File: config.mk
export PLATFORM = sky130hd
export DESIGN_NAME = motorPwmTop
export DESIGN_NICKNAME = d
export VERILOG_FILES = /design/src/source/motorPwmPkg.sv /design/src/source/segmentTimer.sv /design/src/source/stepSequencer.sv /design/src/source/pwmChannel.sv /design/src/source/motorPwmTop.sv
export SDC_FILE = /design/constraint.sdc
export NUM_CORES = 1
export LEC_CHECK = 0
export ABC_AREA = 1
export ABC_CLOCK_PERIOD_IN_PS = 8700
export BUFFER_PORTS_ARGS = -buffer_cell sky130_fd_sc_hd__buf_4
export CELL_PAD_IN_SITES_DETAIL_PLACEMENT = 1
export CELL_PAD_IN_SITES_GLOBAL_PLACEMENT = 1
export CORE_MARGIN = 2
export CORE_UTILIZATION = 49
export CTS_BUF_LIST = sky130_fd_sc_hd__clkbuf_8
export DETAILED_ROUTE_END_ITERATION = 12
export PLACE_DENSITY_LB_ADDON = 0.1
export SYNTH_ARGS = -nofsm -noshare
export SYNTH_HDL_FRONTEND = slang
export SYNTH_SLANG_ARGS = --single-unit
File: constraint.sdc
create_clock -name clk -period 8.7 [get_ports clk]
set_input_delay 1.305 -clock clk [delete_from_list [all_inputs] [get_ports clk]]
set_output_delay 1.305 -clock clk [all_outputs]
set_load 0.01 [all_outputs]
File: src/source/motorPwmPkg.sv
`default_nettype none

package motorPwmPkg;

    // pwm period counter and requested period length
    localparam int PWM_LEN_W = 12;

    // pulse counter, carry-over and per-segment totals
    localparam int POS_W = 16;

    // segment length and position inside a segment
    localparam int SEG_W = 25;

    // commutation cycle
    localparam int STEP_COUNT = 12;
    localparam int STEP_W = 4;
    localparam int PHASE_COUNT = 3;

    // each phase owns an equal run of consecutive steps
    localparam int STEPS_PER_PHASE = STEP_COUNT / PHASE_COUNT;

    // shortest pulse the gate drivers can follow cleanly
    localparam int PWM_MIN_PULSE = 256;

    // held stable by the host while the driver runs
    typedef struct packed {
        logic [PWM_LEN_W-1:0] pwmLenWant;
        logic [POS_W-1:0]     dutyLen;
        logic [SEG_W-1:0]     segLen;
    } pwmConfig_t;

    // last1 marks count == segLen-2, last2 marks the final cycle
    typedef struct packed {
        logic [SEG_W-1:0] count;
        logic             last1;
        logic             last2;
    } segTick_t;

    // cycles requested and cycles driven over one segment
    typedef struct packed {
        logic [POS_W-1:0] wantTotal;
        logic [POS_W-1:0] realTotal;
    } channelStatus_t;

    // bit 0 is phase A, bit 2 is phase C
    typedef logic [PHASE_COUNT-1:0] phaseVec_t;

endpackage

`default_nettype wire

File: src/source/segmentTimer.sv
`timescale 1ns/1ps
`default_nettype none

module segmentTimer import motorPwmPkg::*; (
    input  wire logic             clk,
    input  wire logic             rst,
    input  wire logic             run,
    input  wire logic [SEG_W-1:0] segLen,
    output segTick_t              tick
);

    logic [SEG_W-1:0] countNext;
    logic [SEG_W-1:0] lastCount;
    logic [SEG_W-1:0] preLastCount;

    // positions of the two end strobes inside a segment
    assign lastCount    = segLen - 1'b1;
    assign preLastCount = segLen - 2'd2;

    // wrap at the segment end, fall back to zero when stopped
    always_comb begin
        if (!run) begin
            countNext = '0;
        end else if (tick.count == lastCount) begin
            countNext = '0;
        end else begin
            countNext = tick.count + 1'b1;
        end
    end

    // strobes are decoded from the next count so they sit on the same cycle
    // as the count value they mark; segLen is expected to be at least 3
    always_ff @(posedge clk) begin
        if (rst) begin
            tick <= '0;
        end else begin
            tick.count <= countNext;
            tick.last1 <= run && (countNext == preLastCount);
            tick.last2 <= run && (countNext == lastCount);
        end
    end

endmodule

`default_nettype wire

File: src/source/stepSequencer.sv
`timescale 1ns/1ps
`default_nettype none

module stepSequencer import motorPwmPkg::*; (
    input  wire logic                         clk,
    input  wire logic                         rst,
    input  wire logic                         enable,
    input  wire segTick_t                     tick,
    input  wire logic [POS_W-1:0]             dutyLen,
    output logic                              run,
    output logic [STEP_W-1:0]                 step,
    output logic [PHASE_COUNT-1:0][POS_W-1:0] plLen
);

    typedef enum logic [1:0] {
        IDLE,
        RUN,
        STOPPING
    } seqState_t;

    seqState_t         state;
    seqState_t         stateNext;
    logic [STEP_W-1:0] stepNext;
    logic [STEP_W-1:0] stepWrapped;

    // next step of the twelve-step cycle
    assign stepWrapped = (step == STEP_W'(STEP_COUNT - 1)) ? '0 : step + 1'b1;

    always_comb begin
        stateNext = state;
        stepNext  = step;
        case (state)
            IDLE: begin
                // a fresh start always begins on phase A
                if (enable) begin
                    stateNext = RUN;
                    stepNext  = '0;
                end
            end
            RUN: begin
                if (tick.last2) begin
                    stepNext = stepWrapped;
                end
                if (!enable) begin
                    stateNext = STOPPING;
                end
            end
            STOPPING: begin
                // let the current segment finish, step is frozen
                if (tick.last2) begin
                    stateNext = IDLE;
                end
            end
            default: begin
                stateNext = IDLE;
            end
        endcase
    end

    always_ff @(posedge clk) begin
        if (rst) begin
            state <= IDLE;
            step  <= '0;
        end else begin
            state <= stateNext;
            step  <= stepNext;
        end
    end

    // keeps the segment timer going through the stopping segment
    assign run = (state != IDLE);

    // phase p is driven during steps p*4 up to p*4+3
    always_comb begin
        for (int p = 0; p < PHASE_COUNT; p++) begin
            if (run && (int'(step) >= p * STEPS_PER_PHASE) &&
                (int'(step) < (p + 1) * STEPS_PER_PHASE)) begin
                plLen[p] = dutyLen;
            end else begin
                plLen[p] = '0;
            end
        end
    end

endmodule

`default_nettype wire

File: src/source/pwmChannel.sv
`timescale 1ns/1ps
`default_nettype none

module pwmChannel import motorPwmPkg::*; (
    input  wire logic                 clk,
    input  wire logic                 rst,
    input  wire logic [POS_W-1:0]     plLen,
    input  wire logic [PWM_LEN_W-1:0] pwmLenWant,
    input  wire segTick_t             tick,
    output logic                      pwm,
    output channelStatus_t            status
);

    // period timing
    logic [PWM_LEN_W-1:0] periodCnt;
    logic                 reload;
    logic                 reloadQ;
    logic                 periodStart;

    // pulse generation
    logic [POS_W-1:0] pulseCnt;
    logic [POS_W-1:0] remain;
    logic [POS_W-1:0] sum;
    logic             sumShort;

    // per-segment bookkeeping
    logic [POS_W-1:0] wantTotal;
    logic [POS_W-1:0] realTotal;
    logic [POS_W-1:0] wantNow;
    logic [POS_W-1:0] realNow;

    // segment end near, period expired, or nothing requested
    assign reload = tick.last1 || (periodCnt == PWM_LEN_W'(1)) || (plLen == '0);

    always_ff @(posedge clk) begin
        if (rst) begin
            periodCnt <= pwmLenWant;
            reloadQ   <= 1'b0;
        end else begin
            reloadQ <= reload;
            if (reload) begin
                periodCnt <= pwmLenWant;
            end else begin
                periodCnt <= periodCnt - 1'b1;
            end
        end
    end

    // first counting cycle after a reload
    assign periodStart = reloadQ && !reload;

    // carried-over request merged with this period's request
    assign sum      = remain + plLen;
    assign sumShort = (sum < POS_W'(PWM_MIN_PULSE));

    // a short request is held back until enough has piled up,
    // so the switches never see a pulse under the minimum
    always_ff @(posedge clk) begin
        if (rst) begin
            pulseCnt <= '0;
        end else begin
            if (periodStart && !sumShort) begin
                pulseCnt <= sum;
            end else if (pulseCnt != '0) begin
                pulseCnt <= pulseCnt - 1'b1;
            end
        end
    end

    // leftover request does not cross a segment boundary
    always_ff @(posedge clk) begin
        if (rst) begin
            remain <= '0;
        end else begin
            if (tick.last2) begin
                remain <= '0;
            end else if (periodStart) begin
                remain <= sumShort ? sum : '0;
            end
        end
    end

    assign pwm = (pulseCnt != '0);

    // running totals with the current cycle folded in, so the final
    // cycle of a segment is attributed to that segment
    assign wantNow = periodStart ? wantTotal + plLen : wantTotal;
    assign realNow = pwm ? realTotal + 1'b1 : realTotal;

    always_ff @(posedge clk) begin
        if (rst) begin
            wantTotal <= '0;
            realTotal <= '0;
        end else begin
            if (tick.last2) begin
                wantTotal <= '0;
                realTotal <= '0;
            end else begin
                wantTotal <= wantNow;
                realTotal <= realNow;
            end
        end
    end

    // status holds until the next segment end
    always_ff @(posedge clk) begin
        if (rst) begin
            status <= '0;
        end else begin
            if (tick.last2) begin
                status.wantTotal <= wantNow;
                status.realTotal <= realNow;
            end
        end
    end

endmodule

`default_nettype wire

File: src/source/motorPwmTop.sv
`timescale 1ns/1ps
`default_nettype none

module motorPwmTop import motorPwmPkg::*; (
    input  wire logic                         clk,
    input  wire logic                         rst,
    input  wire logic                         enable,
    input  wire pwmConfig_t                   cfg,
    output phaseVec_t                         pwm,
    output logic [STEP_W-1:0]                 step,
    output logic                              running,
    output channelStatus_t [PHASE_COUNT-1:0]  status
);

    segTick_t                          tick;
    logic [PHASE_COUNT-1:0][POS_W-1:0] plLen;

    // segment boundaries shared by the sequencer and all channels
    segmentTimer u_segmentTimer (
        .clk    (clk),
        .rst    (rst),
        .run    (running),
        .segLen (cfg.segLen),
        .tick   (tick)
    );

    // running doubles as the timer's run level
    stepSequencer u_stepSequencer (
        .clk     (clk),
        .rst     (rst),
        .enable  (enable),
        .tick    (tick),
        .dutyLen (cfg.dutyLen),
        .run     (running),
        .step    (step),
        .plLen   (plLen)
    );

    // one channel per motor phase
    for (genvar i = 0; i < PHASE_COUNT; i++) begin : genChannel
        pwmChannel u_pwmChannel (
            .clk        (clk),
            .rst        (rst),
            .plLen      (plLen[i]),
            .pwmLenWant (cfg.pwmLenWant),
            .tick       (tick),
            .pwm        (pwm[i]),
            .status     (status[i])
        );
    end

endmodule

`default_nettype wire

==> flow_summary_export.csv, run 1 <==
group,metric,value,unit
run_status,outcome,"finished, final reports clean",
global_routing,grt_start_max_net_pins,95,
setup_path,worstSetupPathType,"reg2reg",
clock_tree,htree_num_levels,2,
floorplan,placement_rows,75,
timing,timing.slew.headroom,26.6,%
global_routing,grt_pass1_wl,110,mm
setup_path,cp_max_fo,26,
logic_synthesis,synth_seq_cells,360,
power_and_ir_drop,share_seq_of_total_power,39.5,%
worst_hold_path,min_path_type,"reg2reg",
clock_tree,tritoncts,"built",
floorplan,die_height,211,um
power_and_ir_drop,power.ir.vdd_worst,0.000120,V
layout,area_growth_syn_to_layout,14.2,%
power_and_ir_drop,leakage,11.0,nW
layout,final_layout_size_suffix_gt1_share,10.5,%
layout,finalInstanceArea,24100,sq um
timing,setup_total_negative_slack,0,ns
logic_synthesis,synth.net_count,3213,
placed_design,finalWeightedCongestion,0.926,
setup_path,worstReg2RegEnd,"genChannel[1].u_pwmChannel.pulseCnt[14]$_SDFFE_PP0P_",
detailed_routing,drt_iter0_drc,930,
timing,max_freq,0.211,GHz
layout,fin_util,57.1,%
detailed_routing,post_route_wl,68.7,mm
clock_tree,cts-resized-gates,0,
logic_synthesis,synth_edf_count,0,
logic_synthesis,synth_seq_area_share,34.2,%
detailed_routing,detailroute.wirelength.met2,33.5,mm
timing,report.final.hold_viol_count,0,
logic_synthesis,async_flop_share,0,%
floorplan,core_area,42100,sq um
layout,diodes,0,
detailed_routing,post-route-drc-count,0,
timing,post-route-period-util,54.6,%
setup_path,crit_arrival,5.29,ns
setup_path,reg2reg_depth,21,
setup_path,timing.critical_path.to_type,"flop",
global_routing,first_global_vias,21700,
floorplan,initial_core_util,50.0,%
logic_synthesis,yosys_most_used_dff,"sky130_fd_sc_hd__dfxtp_1",
setup_path,worst-r2r-setup-slack,3.95,ns
clock_tree,hold_bufs_inserted_after_cts,0,
detailed_routing,top_layer_used,"met5",
detailed_routing,drt-wirelength-per-cell,18.2,um
detailed_routing,detailedRoute.firstPassIterationCount,5,
logic_synthesis,syn-cell-area,21100,sq um
global_routing,initial_antenna_violation_count,1,
clock_tree,clk_root_buffer_cell,"sky130_fd_sc_hd__clkbuf_8",
placed_design,hpwlAfterDp,52.1,mm
power_and_ir_drop,total_switching_power,0.00161,W
detailed_routing,met3_length,3.05,mm
clock_tree,clk-insertion-delay-late,0.68,ns
logic_synthesis,yosysWarningCount,0,
layout,mostFrequentLayoutCells,"sky130_fd_sc_hd__nand2_1, sky130_fd_sc_hd__nor2_1, sky130_fd_sc_hd__dfxtp_1",
clock_tree,cts.reportedPaths.clkPinSlew,0.06,ns
power_and_ir_drop,p_comb_share,24.0,%
power_and_ir_drop,power_total,0.00482,W
logic_synthesis,syn_inst,3044,
clock_tree,cts_num_sinks,360,
worst_hold_path,worst_hold_path.endpoint,"genChannel[1].u_pwmChannel.remain[12]$_SDFFE_PP0P_",
global_routing,globalRouteOverflowTotal,0,
global_routing,grt_use_total,30.5,%
power_and_ir_drop,p_sw_share,33.3,%
flow_run,max_cap_viol_count,0,
layout,nets_final,3360,
detailed_routing,post_route_antenna_net_violation_count,0,
worst_hold_path,min_delay_path_depth,2,
timing,clk_skew,0.0294,ns
floorplan,io-pin-count,160,
setup_path,critical_path.reg2reg.startpoint,"u_stepSequencer.state[1]$_SDFFE_PP0P_",
clock_tree,post_cts_buffers,0,
floorplan,dieArea,44600,sq um
clock_tree,cts_buffer_depth,3,
setup_path,timing.critical_path.required,9.24,ns
logic_synthesis,synth_cell_type_count,53,
power_and_ir_drop,cellInternalPower,0.00322,W
layout,layout.cells.most_common,"sky130_fd_sc_hd__nand2_1",
detailed_routing,met1_length,30.0,mm
power_and_ir_drop,power.clock.fraction,36.6,%
timing,final-max-slew-violation-count,0,
timing,setup_repair_after_global_routing_missed_its_margin,"false",
timing,setup_viol,0,
power_and_ir_drop,pwrdens,201,nW/um^2
floorplan,die_width,211,um
setup_path,setup.worst_path.start_class,"flop",
placed_design,detailed_place.area,22600,sq um
logic_synthesis,synthesis.area_per_instance,6.92,sq um
timing,timing_worst_slew_pin_value,1.10,ns
placed_design,numPortBuffers,159,
timing,final_critical_period,4.75,ns
worst_hold_path,hold_path_startpoint,"genChannel[1].u_pwmChannel.remain[12]$_SDFFE_PP0P_",
detailed_routing,vias_per_inst,5.52,
clock_tree,numCtsBuffers,61,
timing,hold_ws,0.445,ns
detailed_routing,routed-via-count,20900,
==> worst max-delay path, stage by stage (launching register included) <==
cell and delay [ns]:
sky130_fd_sc_hd__dfxtp_1 0.41, sky130_fd_sc_hd__nor2_4 0.17, sky130_fd_sc_hd__inv_2 0.22, sky130_fd_sc_hd__nand3_2 0.32
sky130_fd_sc_hd__nor2_1 0.33, sky130_fd_sc_hd__ha_1 0.28, sky130_fd_sc_hd__inv_1 0.07, sky130_fd_sc_hd__fa_1 0.41
sky130_fd_sc_hd__o21ai_0 0.32, sky130_fd_sc_hd__nand2_1 0.08, sky130_fd_sc_hd__nand2_1 0.07, sky130_fd_sc_hd__a21o_1 0.17
sky130_fd_sc_hd__a21oi_1 0.10, sky130_fd_sc_hd__o21ai_0 0.21, sky130_fd_sc_hd__xor2_1 0.19, sky130_fd_sc_hd__nand2_1 0.07
sky130_fd_sc_hd__nor2_1 0.09, sky130_fd_sc_hd__nand2_1 0.12, sky130_fd_sc_hd__nand2_1 0.49, sky130_fd_sc_hd__nand2_1 0.18
sky130_fd_sc_hd__nand2_1 0.21, sky130_fd_sc_hd__nor2_1 0.08
==> state kept, by name, summed over array words and instances (netlist names) <==
name	cells
u_segmentTimer.tick	27
genChannel.u_pwmChannel.pulseCnt	48
genChannel.u_pwmChannel.realTotal	48
genChannel.u_pwmChannel.reloadQ	3
genChannel.u_pwmChannel.periodCnt	36
genChannel.u_pwmChannel.wantTotal	48
u_stepSequencer.step	4
genChannel.u_pwmChannel.remain	48
u_stepSequencer.state	2
genChannel.u_pwmChannel.status	96
==> per-stage QoR <==
stage	instances	setup slack, ns
finish	3780	3.95
CTS	3780	4.02
floorplan	3044	4.76
global placement	3667	3.94
detailed placement	3667	3.86
global route	3780	3.52
==> metal layers <==
layer	vias to the layer above	GRT usage [%]
met5	-	0
met4	2	10.5
met3	136	4.97
met2	466	53.9
met1	10100	37.5
li1	10100	-
==> worst max path at each step <==
stage,end,slack [ns],startpoint
after floorplan,genChannel[1].u_pwmChannel.pulseCnt[11]$_SDFFE_PP0P_,4.76,cfg[26]
after global placement,genChannel[1].u_pwmChannel.pulseCnt[13]$_SDFFE_PP0P_,3.94,cfg[26]
after detailed placement,genChannel[1].u_pwmChannel.pulseCnt[14]$_SDFFE_PP0P_,3.86,cfg[25]
after CTS,genChannel[1].u_pwmChannel.pulseCnt[11]$_SDFFE_PP0P_,4.02,u_stepSequencer.state[1]$_SDFFE_PP0P_
after global routing,genChannel[2].u_pwmChannel.pulseCnt[7]$_SDFFE_PP0P_,3.52,u_stepSequencer.step[3]$_SDFFE_PP0P_
final,genChannel[1].u_pwmChannel.pulseCnt[14]$_SDFFE_PP0P_,3.95,u_stepSequencer.state[1]$_SDFFE_PP0P_
==> synthesized netlist by cell type (6+ instances only) <==
| cell type | count | area share, % |
|---|---|---|
| sky130_fd_sc_hd__a21o_1 | 10 | 0.36 |
| sky130_fd_sc_hd__o21ai_0 | 228 | 5.4 |
| sky130_fd_sc_hd__o31ai_1 | 6 | 0.21 |
| sky130_fd_sc_hd__fa_1 | 6 | 0.57 |
| sky130_fd_sc_hd__mux2i_1 | 11 | 0.52 |
| sky130_fd_sc_hd__dfxtp_1 | 360 | 34 |
| sky130_fd_sc_hd__nand3_1 | 162 | 3.9 |
| sky130_fd_sc_hd__nor3_1 | 53 | 1.3 |
| sky130_fd_sc_hd__xnor2_1 | 77 | 3.2 |
| sky130_fd_sc_hd__nor2_4 | 8 | 0.43 |
| sky130_fd_sc_hd__buf_4 | 9 | 0.32 |
| sky130_fd_sc_hd__inv_1 | 300 | 5.3 |
| sky130_fd_sc_hd__ha_1 | 107 | 6.4 |
| sky130_fd_sc_hd__or2_2 | 8 | 0.24 |
| sky130_fd_sc_hd__nor4_1 | 22 | 0.65 |
| sky130_fd_sc_hd__nor2_2 | 15 | 0.45 |
| sky130_fd_sc_hd__inv_2 | 9 | 0.16 |
| sky130_fd_sc_hd__nand4_1 | 35 | 1.0 |
| sky130_fd_sc_hd__clkbuf_1 | 58 | 1.0 |
| sky130_fd_sc_hd__nand3b_1 | 13 | 0.46 |
| sky130_fd_sc_hd__nand2_1 | 696 | 12 |
| sky130_fd_sc_hd__nand2_2 | 19 | 0.56 |
| sky130_fd_sc_hd__buf_2 | 8 | 0.19 |
| sky130_fd_sc_hd__nor2_1 | 430 | 7.7 |
| sky130_fd_sc_hd__a31oi_1 | 13 | 0.39 |
| sky130_fd_sc_hd__xor2_1 | 160 | 6.7 |
| sky130_fd_sc_hd__a21oi_1 | 161 | 3.8 |
==> cells by family after synthesis <==
group / Yosys count / synth area share (%)
flip-flops: 360 / 34.2
AO/OA/AOI/OAI: 451 / 11.4
XOR/XNOR: 238 / 9.94
buffers and inverters: 393 / 7.29
AND/OR/NAND/NOR: 1478 / 29.7
adder cells (fa/ha/maj): 113 / 6.93
multiplexers: 11 / 0.523
==> final cells by class <==
class,count,area (sq um)
clock inverters,32,320
clock buffers,81,1110
repair buffers,165,1240
well taps,539,674
inverters,312,1170
fillers,5617,18100
flip-flops and latches,360,7210
multi-input cells,2291,12300
==> power groups by stage <==
stage          combinational, W  clock (W)  sequential (W)
6_report                0.00116    0.00176         0.00190
5_1_grt                 0.00130    0.00187         0.00192
4_1_cts                 0.00115    0.00180         0.00190
3_5_place_dp            0.00112          0         0.00193
3_3_place_gp            0.00106          0         0.00192
2_1_floorplan          0.000839          0         0.00190
Power figures use the tool's default switching activity.
==> inputs of run 2 (changes only) <==
- ABC_CLOCK_PERIOD_IN_PS: 8700 -> 4150
- CORE_UTILIZATION: 49 -> 41
- clock period: 8.7 -> 4.15 ns (I/O delays scaled with it)
==> flow_summary_export.csv, run 2 (synthesized netlist as in run 1, its figures left out) <==
group,metric,value,unit
power_and_ir_drop,pwrdens,410,nW/um^2
timing,max_freq,0.263,GHz
placed_design,hpwlAfterDp,52.2,mm
floorplan,die_width,231,um
timing,timing.slew.headroom,33.2,%
detailed_routing,post_route_wl,68.5,mm
setup_path,cp_common_cell,"sky130_fd_sc_hd__nand2_1",
floorplan,core_area,51000,sq um
worst_hold_path,min_path_type,"in2reg",
detailed_routing,detailedRoute.firstPassIterationCount,4,
timing,final_critical_period,3.80,ns
placed_design,placedCellCount,3848,
setup_path,setup.worst_path.start_class,"flop",
setup_path,timing.critical_path.required,4.72,ns
layout,nets_final,3417,
power_and_ir_drop,power.ir.vdd_worst,0.000234,V
flow_run,max_cap_viol_count,0,
setup_path,cp_max_fo,18,
clock_tree,clk_root_buffer_cell,"sky130_fd_sc_hd__clkbuf_8",
timing,clk_skew,0.0336,ns
global_routing,initial_antenna_violation_count,2,
layout,fin_util,48.6,%
timing,report.final.hold_viol_count,0,
clock_tree,htree_num_levels,3,
global_routing,globalRouteOverflowTotal,0,
clock_tree,cts_buffer_depth,3,
run_status,outcome,"finished, final reports clean",
global_routing,first_global_vias,21400,
clock_tree,cts_num_sinks,360,
layout,ff_latch_area,7210,sq um
layout,layout.cells.most_common,"sky130_fd_sc_hd__nand2_1",
clock_tree,clk-insertion-delay-late,0.66,ns
floorplan,dieArea,53200,sq um
setup_path,cpLargestDelayFamily,"simple AND/OR/NAND/NOR gates",
clock_tree,cts.reportedPaths.clkPinSlew,0.06,ns
timing,hold_ws,0.203,ns
timing,setup_viol,0,
setup_path,cpMaxStageDelayCell,"sky130_fd_sc_hd__dfxtp_1",
layout,multiInputGateArea,12400,sq um
clock_tree,hold_bufs_inserted_after_cts,0,
setup_path,critical_path_s_largest_stage_delay,0.42,ns
detailed_routing,drt_iter0_drc,999,
setup_path,timing.critical_path.buf_inv,3,
global_routing,grt_use_total,25.8,%
floorplan,initial_core_util,41.3,%
power_and_ir_drop,leakage,11.3,nW
layout,fin_cells,3980,
timing,post-route-period-util,91.6,%
detailed_routing,post_route_antenna_net_violation_count,0,
timing,final-max-slew-violation-count,0,
clock_tree,numCtsBuffers,70,
global_routing,grt_start_max_net_pins,109,
detailed_routing,drt-wirelength-per-cell,17.2,um
setup_path,worstSetupPathType,"reg2reg",
detailed_routing,routed-via-count,20600,
placed_design,numPortBuffers,159,
setup_path,timing.critical_path.to_type,"flop",
global_routing,grt_pass1_wl,111,mm
floorplan,io-pin-count,160,
clock_tree,tritoncts,"built",
setup_path,crit_arrival,4.37,ns
detailed_routing,vias_per_inst,5.16,
detailed_routing,post-route-drc-count,0,
timing,timing_worst_slew_pin_value,0.998,ns
layout,largest_register_ffs,96,
layout,mostFrequentLayoutCells,"sky130_fd_sc_hd__nand2_1, sky130_fd_sc_hd__nor2_1, sky130_fd_sc_hd__dfxtp_1",
layout,top_register,"genChannel.u_pwmChannel.status",
layout,area_growth_syn_to_layout,17.6,%
setup_path,timing.critical_path.cells,"nor2_4 -> inv_4 -> nand2_2 -> nor2_1 -> ha_1 -> a21oi_1 -> o21ai_0 -> a21oi_1 -> inv_1 -> a21o_1 -> nand2_1 -> nand2_1 -> xor2_1 -> nand2_1 -> nor2_1 -> nand2_1 -> nand2_2 -> buf_4 -> o21ai_0 -> a21oi_1",
floorplan,placement_rows,83,
layout,fillCellCount,6656,
floorplan,die_height,231,um
layout,final_layout_size_suffix_gt1_share,12.3,%
placed_design,finalWeightedCongestion,0.930,
run 2: path summary, 6_finish.rpt:
path                                                      start                                                   to  slack [ns]  cells after the start
min reg2reg  genChannel[1].u_pwmChannel.remain[13]$_SDFFE_PP0P_   genChannel[1].u_pwmChannel.remain[13]$_SDFFE_PP0P_        0.44                      2
min                                                     cfg[45]      genChannel[1].u_pwmChannel.periodCnt[4]$_DFF_P_        0.20                      3
max reg2reg               u_stepSequencer.state[1]$_SDFFE_PP0P_  genChannel[0].u_pwmChannel.pulseCnt[0]$_SDFFE_PP0P_        0.35                     20
max                       u_stepSequencer.state[1]$_SDFFE_PP0P_  genChannel[0].u_pwmChannel.pulseCnt[0]$_SDFFE_PP0P_        0.35                     20
run 2: cell type report:
class	instances	area share, %
Multi-Input combinational cell	2291	50.1
Inverter	312	4.75
Antenna cell	1	0.0101
Clock inverter	30	0.823
Clock buffer	93	5.17
Sequential cell	360	29.1
Timing Repair Buffer	213	6.62
Tap cell	680	3.44
run 2: worst reg2reg max path, delay by kind of cell (launching register included):
family | cells | cell delay, ns
compound gates | 6 | 1.05
fa+ha+maj | 1 | 0.37
buf+inv | 3 | 0.48
simple gates | 9 | 1.19
flops | 1 | 0.42
xor+xnor | 1 | 0.23
run 2: power by group:
group          switching [W]  internal [W]  leakage [nW]
Combinational        0.00152      0.000907          7.57
Clock                0.00161       0.00213         0.829
Sequential          0.000242       0.00374          2.92
Total                0.00337       0.00677          11.3
run 2: through the flow:
stage / worst slack, ns / setup TNS [ns] / instance area [sq um] / total power [W]
2_1_floorplan: 0.651 / 0 / 21100 / 0.00574
3_3_place_gp: 0.0989 / 0 / 23100 / 0.00629
3_5_place_dp: -0.0816 / -0.505 / 23100 / 0.00642
4_1_cts: 0.112 / 0 / 24600 / 0.0103
5_1_grt: -0.00550 / -0.00550 / 24800 / 0.0108
6_report: 0.350 / 0 / 24800 / 0.0101
run 2: timing repair:
item,4_1_cts,5_1_grt
endpoints found under the setup margin,9,61
setup buffers,0,8
resized for setup,2,26
pin swaps,0,1
run 2: layer usage:
layer	track usage [%]	up-vias	wire, um
met5	0	-	10
met4	7.24	2	1340
met3	4.63	92	3190
met2	44.6	368	32900
met1	32.7	9844	31000
li1	-	10200	-
==> inputs of run 3 (changes only) <==
- ABC_AREA: 1 -> 0
- ABC_CLOCK_PERIOD_IN_PS: 4150 -> 4300
- CORE_UTILIZATION: 41 -> 47
- SETUP_SLACK_MARGIN: unset -> 0.5
- clock period: 4.15 -> 4.3 ns (I/O delays scaled with it)
==> flow_summary_export.csv, run 3 <==
group,metric,value,unit
layout,largest_register_ffs,96,
setup_path,worstSetupPathType,"reg2reg",
floorplan,die_height,218,um
timing,final-max-slew-violation-count,0,
timing,setup_total_negative_slack,0,ns
timing,report.final.hold_viol_count,0,
detailed_routing,routed-via-count,21700,
logic_synthesis,yosys_most_used_dff,"sky130_fd_sc_hd__dfxtp_1",
clock_tree,htree_num_levels,2,
timing,timing.slew.headroom,25.1,%
global_routing,globalRouteOverflowTotal,0,
timing,final_critical_period,4.21,ns
clock_tree,numCtsBuffers,61,
floorplan,die_width,218,um
setup_path,timing.critical_path.to_type,"flop",
floorplan,io-pin-count,160,
setup_path,timing.critical_path.cells,"nor2_4 -> nor3_4 -> buf_12 -> and2_4 -> buf_6 -> ha_4 -> fa_2 -> a21o_1 -> a21oi_2 -> buf_4 -> o21ai_2 -> o2111a_2 -> nor3_4 -> xnor2_2 -> nand4bb_4 -> nor4bb_4 -> nand2b_4 -> buf_12 -> buf_16 -> a32oi_2 -> nor2_1",
logic_synthesis,synth_edf_count,0,
logic_synthesis,synthMostInstantiatedCell,"sky130_fd_sc_hd__nor2_1",
timing,setup_viol,0,
logic_synthesis,synth_commonest_cells,"sky130_fd_sc_hd__nor2_1, sky130_fd_sc_hd__dfxtp_1, sky130_fd_sc_hd__a21oi_1",
run_status,outcome,"finished, final reports clean",
floorplan,dieArea,47700,sq um
placed_design,finalWeightedCongestion,0.920,
global_routing,first_global_vias,22500,
power_and_ir_drop,leakage,10.9,nW
logic_synthesis,synth_seq_area_share,33.4,%
logic_synthesis,async_flop_share,0,%
clock_tree,cts.reportedPaths.clkPinSlew,0.07,ns
timing,setup_ws,0.0929,ns
clock_tree,cts_num_sinks,360,
clock_tree,cts_buffer_depth,3,
logic_synthesis,synth.net_count,2850,
placed_design,pre_cts_ws,-0.0681,ns
logic_synthesis,yosysWarningCount,0,
clock_tree,clk-insertion-delay-late,0.68,ns
power_and_ir_drop,pwrdens,349,nW/um^2
timing,max_freq,0.238,GHz
logic_synthesis,synth.area.top_cells,"sky130_fd_sc_hd__dfxtp_1, sky130_fd_sc_hd__nor2_1, sky130_fd_sc_hd__xnor2_1",
global_routing,grt_pass1_wl,123,mm
worst_hold_path,min_path_type,"in2reg",
timing,post-route-period-util,97.8,%
floorplan,placement_rows,78,
timing,setup_repair_after_global_routing_missed_its_margin,"true",
logic_synthesis,syn_inst,2681,
layout,layout.cells.most_common,"sky130_fd_sc_hd__nor2_1",
setup_path,cp_max_fo,8,
detailed_routing,detailedRoute.firstPassIterationCount,7,
layout,diodes,0,
floorplan,core_area,45400,sq um
setup_path,cpMaxStageDelayCell,"sky130_fd_sc_hd__nor4bb_4",
logic_synthesis,yosysTopAreaCellShare,33.4,%
logic_synthesis,synthesis.area_per_instance,8.06,sq um
placed_design,hpwlAfterDp,56.4,mm
logic_synthesis,synth_seq_cells,360,
global_routing,grt_use_total,32.3,%
floorplan,initial_core_util,47.6,%
layout,nets_final,3143,
detailed_routing,post-route-drc-count,0,
detailed_routing,post_route_antenna_net_violation_count,0,
setup_path,crit_arrival,4.80,ns
global_routing,grt_start_max_net_pins,113,
detailed_routing,post_route_wl,80.8,mm
detailed_routing,vias_per_inst,5.99,
detailed_routing,drt-wirelength-per-cell,22.3,um
placed_design,numPortBuffers,159,
clock_tree,tritoncts,"built",
global_routing,initial_antenna_violation_count,0,
setup_path,timing.critical_path.required,4.90,ns
setup_path,setup.worst_path.start_class,"flop",
logic_synthesis,synthDominantAreaCellType,"sky130_fd_sc_hd__dfxtp_1",
layout,area_growth_syn_to_layout,24.7,%
detailed_routing,drt_iter0_drc,1283,
power_and_ir_drop,power.ir.vdd_worst,0.000390,V
timing,clk_skew,0.0451,ns
flow_run,max_cap_viol_count,0,
layout,final_layout_size_suffix_gt1_share,22.4,%
logic_synthesis,synth_cell_type_count,88,
clock_tree,clk_root_buffer_cell,"sky130_fd_sc_hd__clkbuf_8",
logic_synthesis,syn-cell-area,21600,sq um
layout,mostFrequentLayoutCells,"sky130_fd_sc_hd__nor2_1, sky130_fd_sc_hd__dfxtp_1, sky130_fd_sc_hd__buf_4",
layout,top_register,"genChannel.u_pwmChannel.status",
setup_path,critical_path_s_largest_stage_delay,0.37,ns
timing,timing_worst_slew_pin_value,1.12,ns
-- run 3: what timing repair did --
item | CTS | global route
hold buffers | 0 | 0
gates resized for setup | 117 | 106
buffers inserted | 47 | 32
gates cloned | 5 | 1
pin swaps | 62 | 78
setup endpoints to repair | 97 | 100
-- run 3: cell type report --
class                   instances  area, sq um
clock buffers                  79         1090
clock inverters                27          143
fillers                      5429        18400
inverters                      74          280
multi-input cells            2099        14400
flip-flops and latches        360         7230
well taps                     600          751
repair buffers                378         3010
-- run 3: final timing paths --
| check | startpoint | endpoint | slack [ns] | cells after the start |
|---|---|---|---|---|
| hold / removal | enable | u_stepSequencer.step[2]$_SDFFE_PP0P_ | 0.21 | 2 |
| hold reg to reg | genChannel[1].u_pwmChannel.remain[6]$_SDFFE_PP0P_ | genChannel[1].u_pwmChannel.remain[6]$_SDFFE_PP0P_ | 0.47 | 2 |
| setup reg to reg | u_stepSequencer.state[0]$_SDFFE_PP0P_ | genChannel[0].u_pwmChannel.pulseCnt[9]$_SDFFE_PP0P_ | 0.09 | 21 |
| setup / recovery | u_stepSequencer.state[0]$_SDFFE_PP0P_ | genChannel[0].u_pwmChannel.pulseCnt[9]$_SDFFE_PP0P_ | 0.09 | 21 |
-- run 3: worst max-delay path: cells and delay by family (launching register included) --
family / cells / cell delay (ns)
buffers and inverters: 5 / 0.65
adders and majority gates: 2 / 0.49
AOI/OAI and AO/OA: 5 / 0.84
and+or+nand+nor: 8 / 1.67
xor gates and xnor gates: 1 / 0.12
DFF: 1 / 0.34
-- run 3: through the flow --
step           total power (W)  util [%]  cell area, sq um  hold WS (ns)  cells
6_report               0.00941      59.4             26900         0.208   3617
5_1_grt                0.00982      59.4             26900         0.192   3617
4_1_cts                0.00922      57.9             26300         0.159   3584
3_5_place_dp           0.00595      53.2             24100         0.456   3426
3_3_place_gp           0.00583      53.2             24100         0.445   3426
2_1_floorplan          0.00535         -             21800         0.436   2681
-- run 3: per-layer routing --
metal	vias up	track usage, %	part of all wire, %	wire, um
met4	0	10.6	3.1	2520
met3	188	4.50	4.8	3920
met1	10800	39.2	42	33700
met2	627	58.4	50	40700
met5	-	0	0	0
li1	10100	-	-	-
-- run 3: logic make-up after synthesis --
family / Yosys count / synth area share (%)
DFF: 360 / 33.4
buffers and inverters: 223 / 4.09
xor gates and xnor gates: 279 / 11.6
muxes: 44 / 2.07
adders and majority gates: 113 / 6.75
AOI/OAI and AO/OA: 530 / 16.3
and+or+nand+nor: 1132 / 25.8
-- run 3: power by group --
part	internal (W)	switching [W]
Sequential	0.00358	0.000238
Clock	0.00169	0.00148
Combinational	0.00100	0.00142
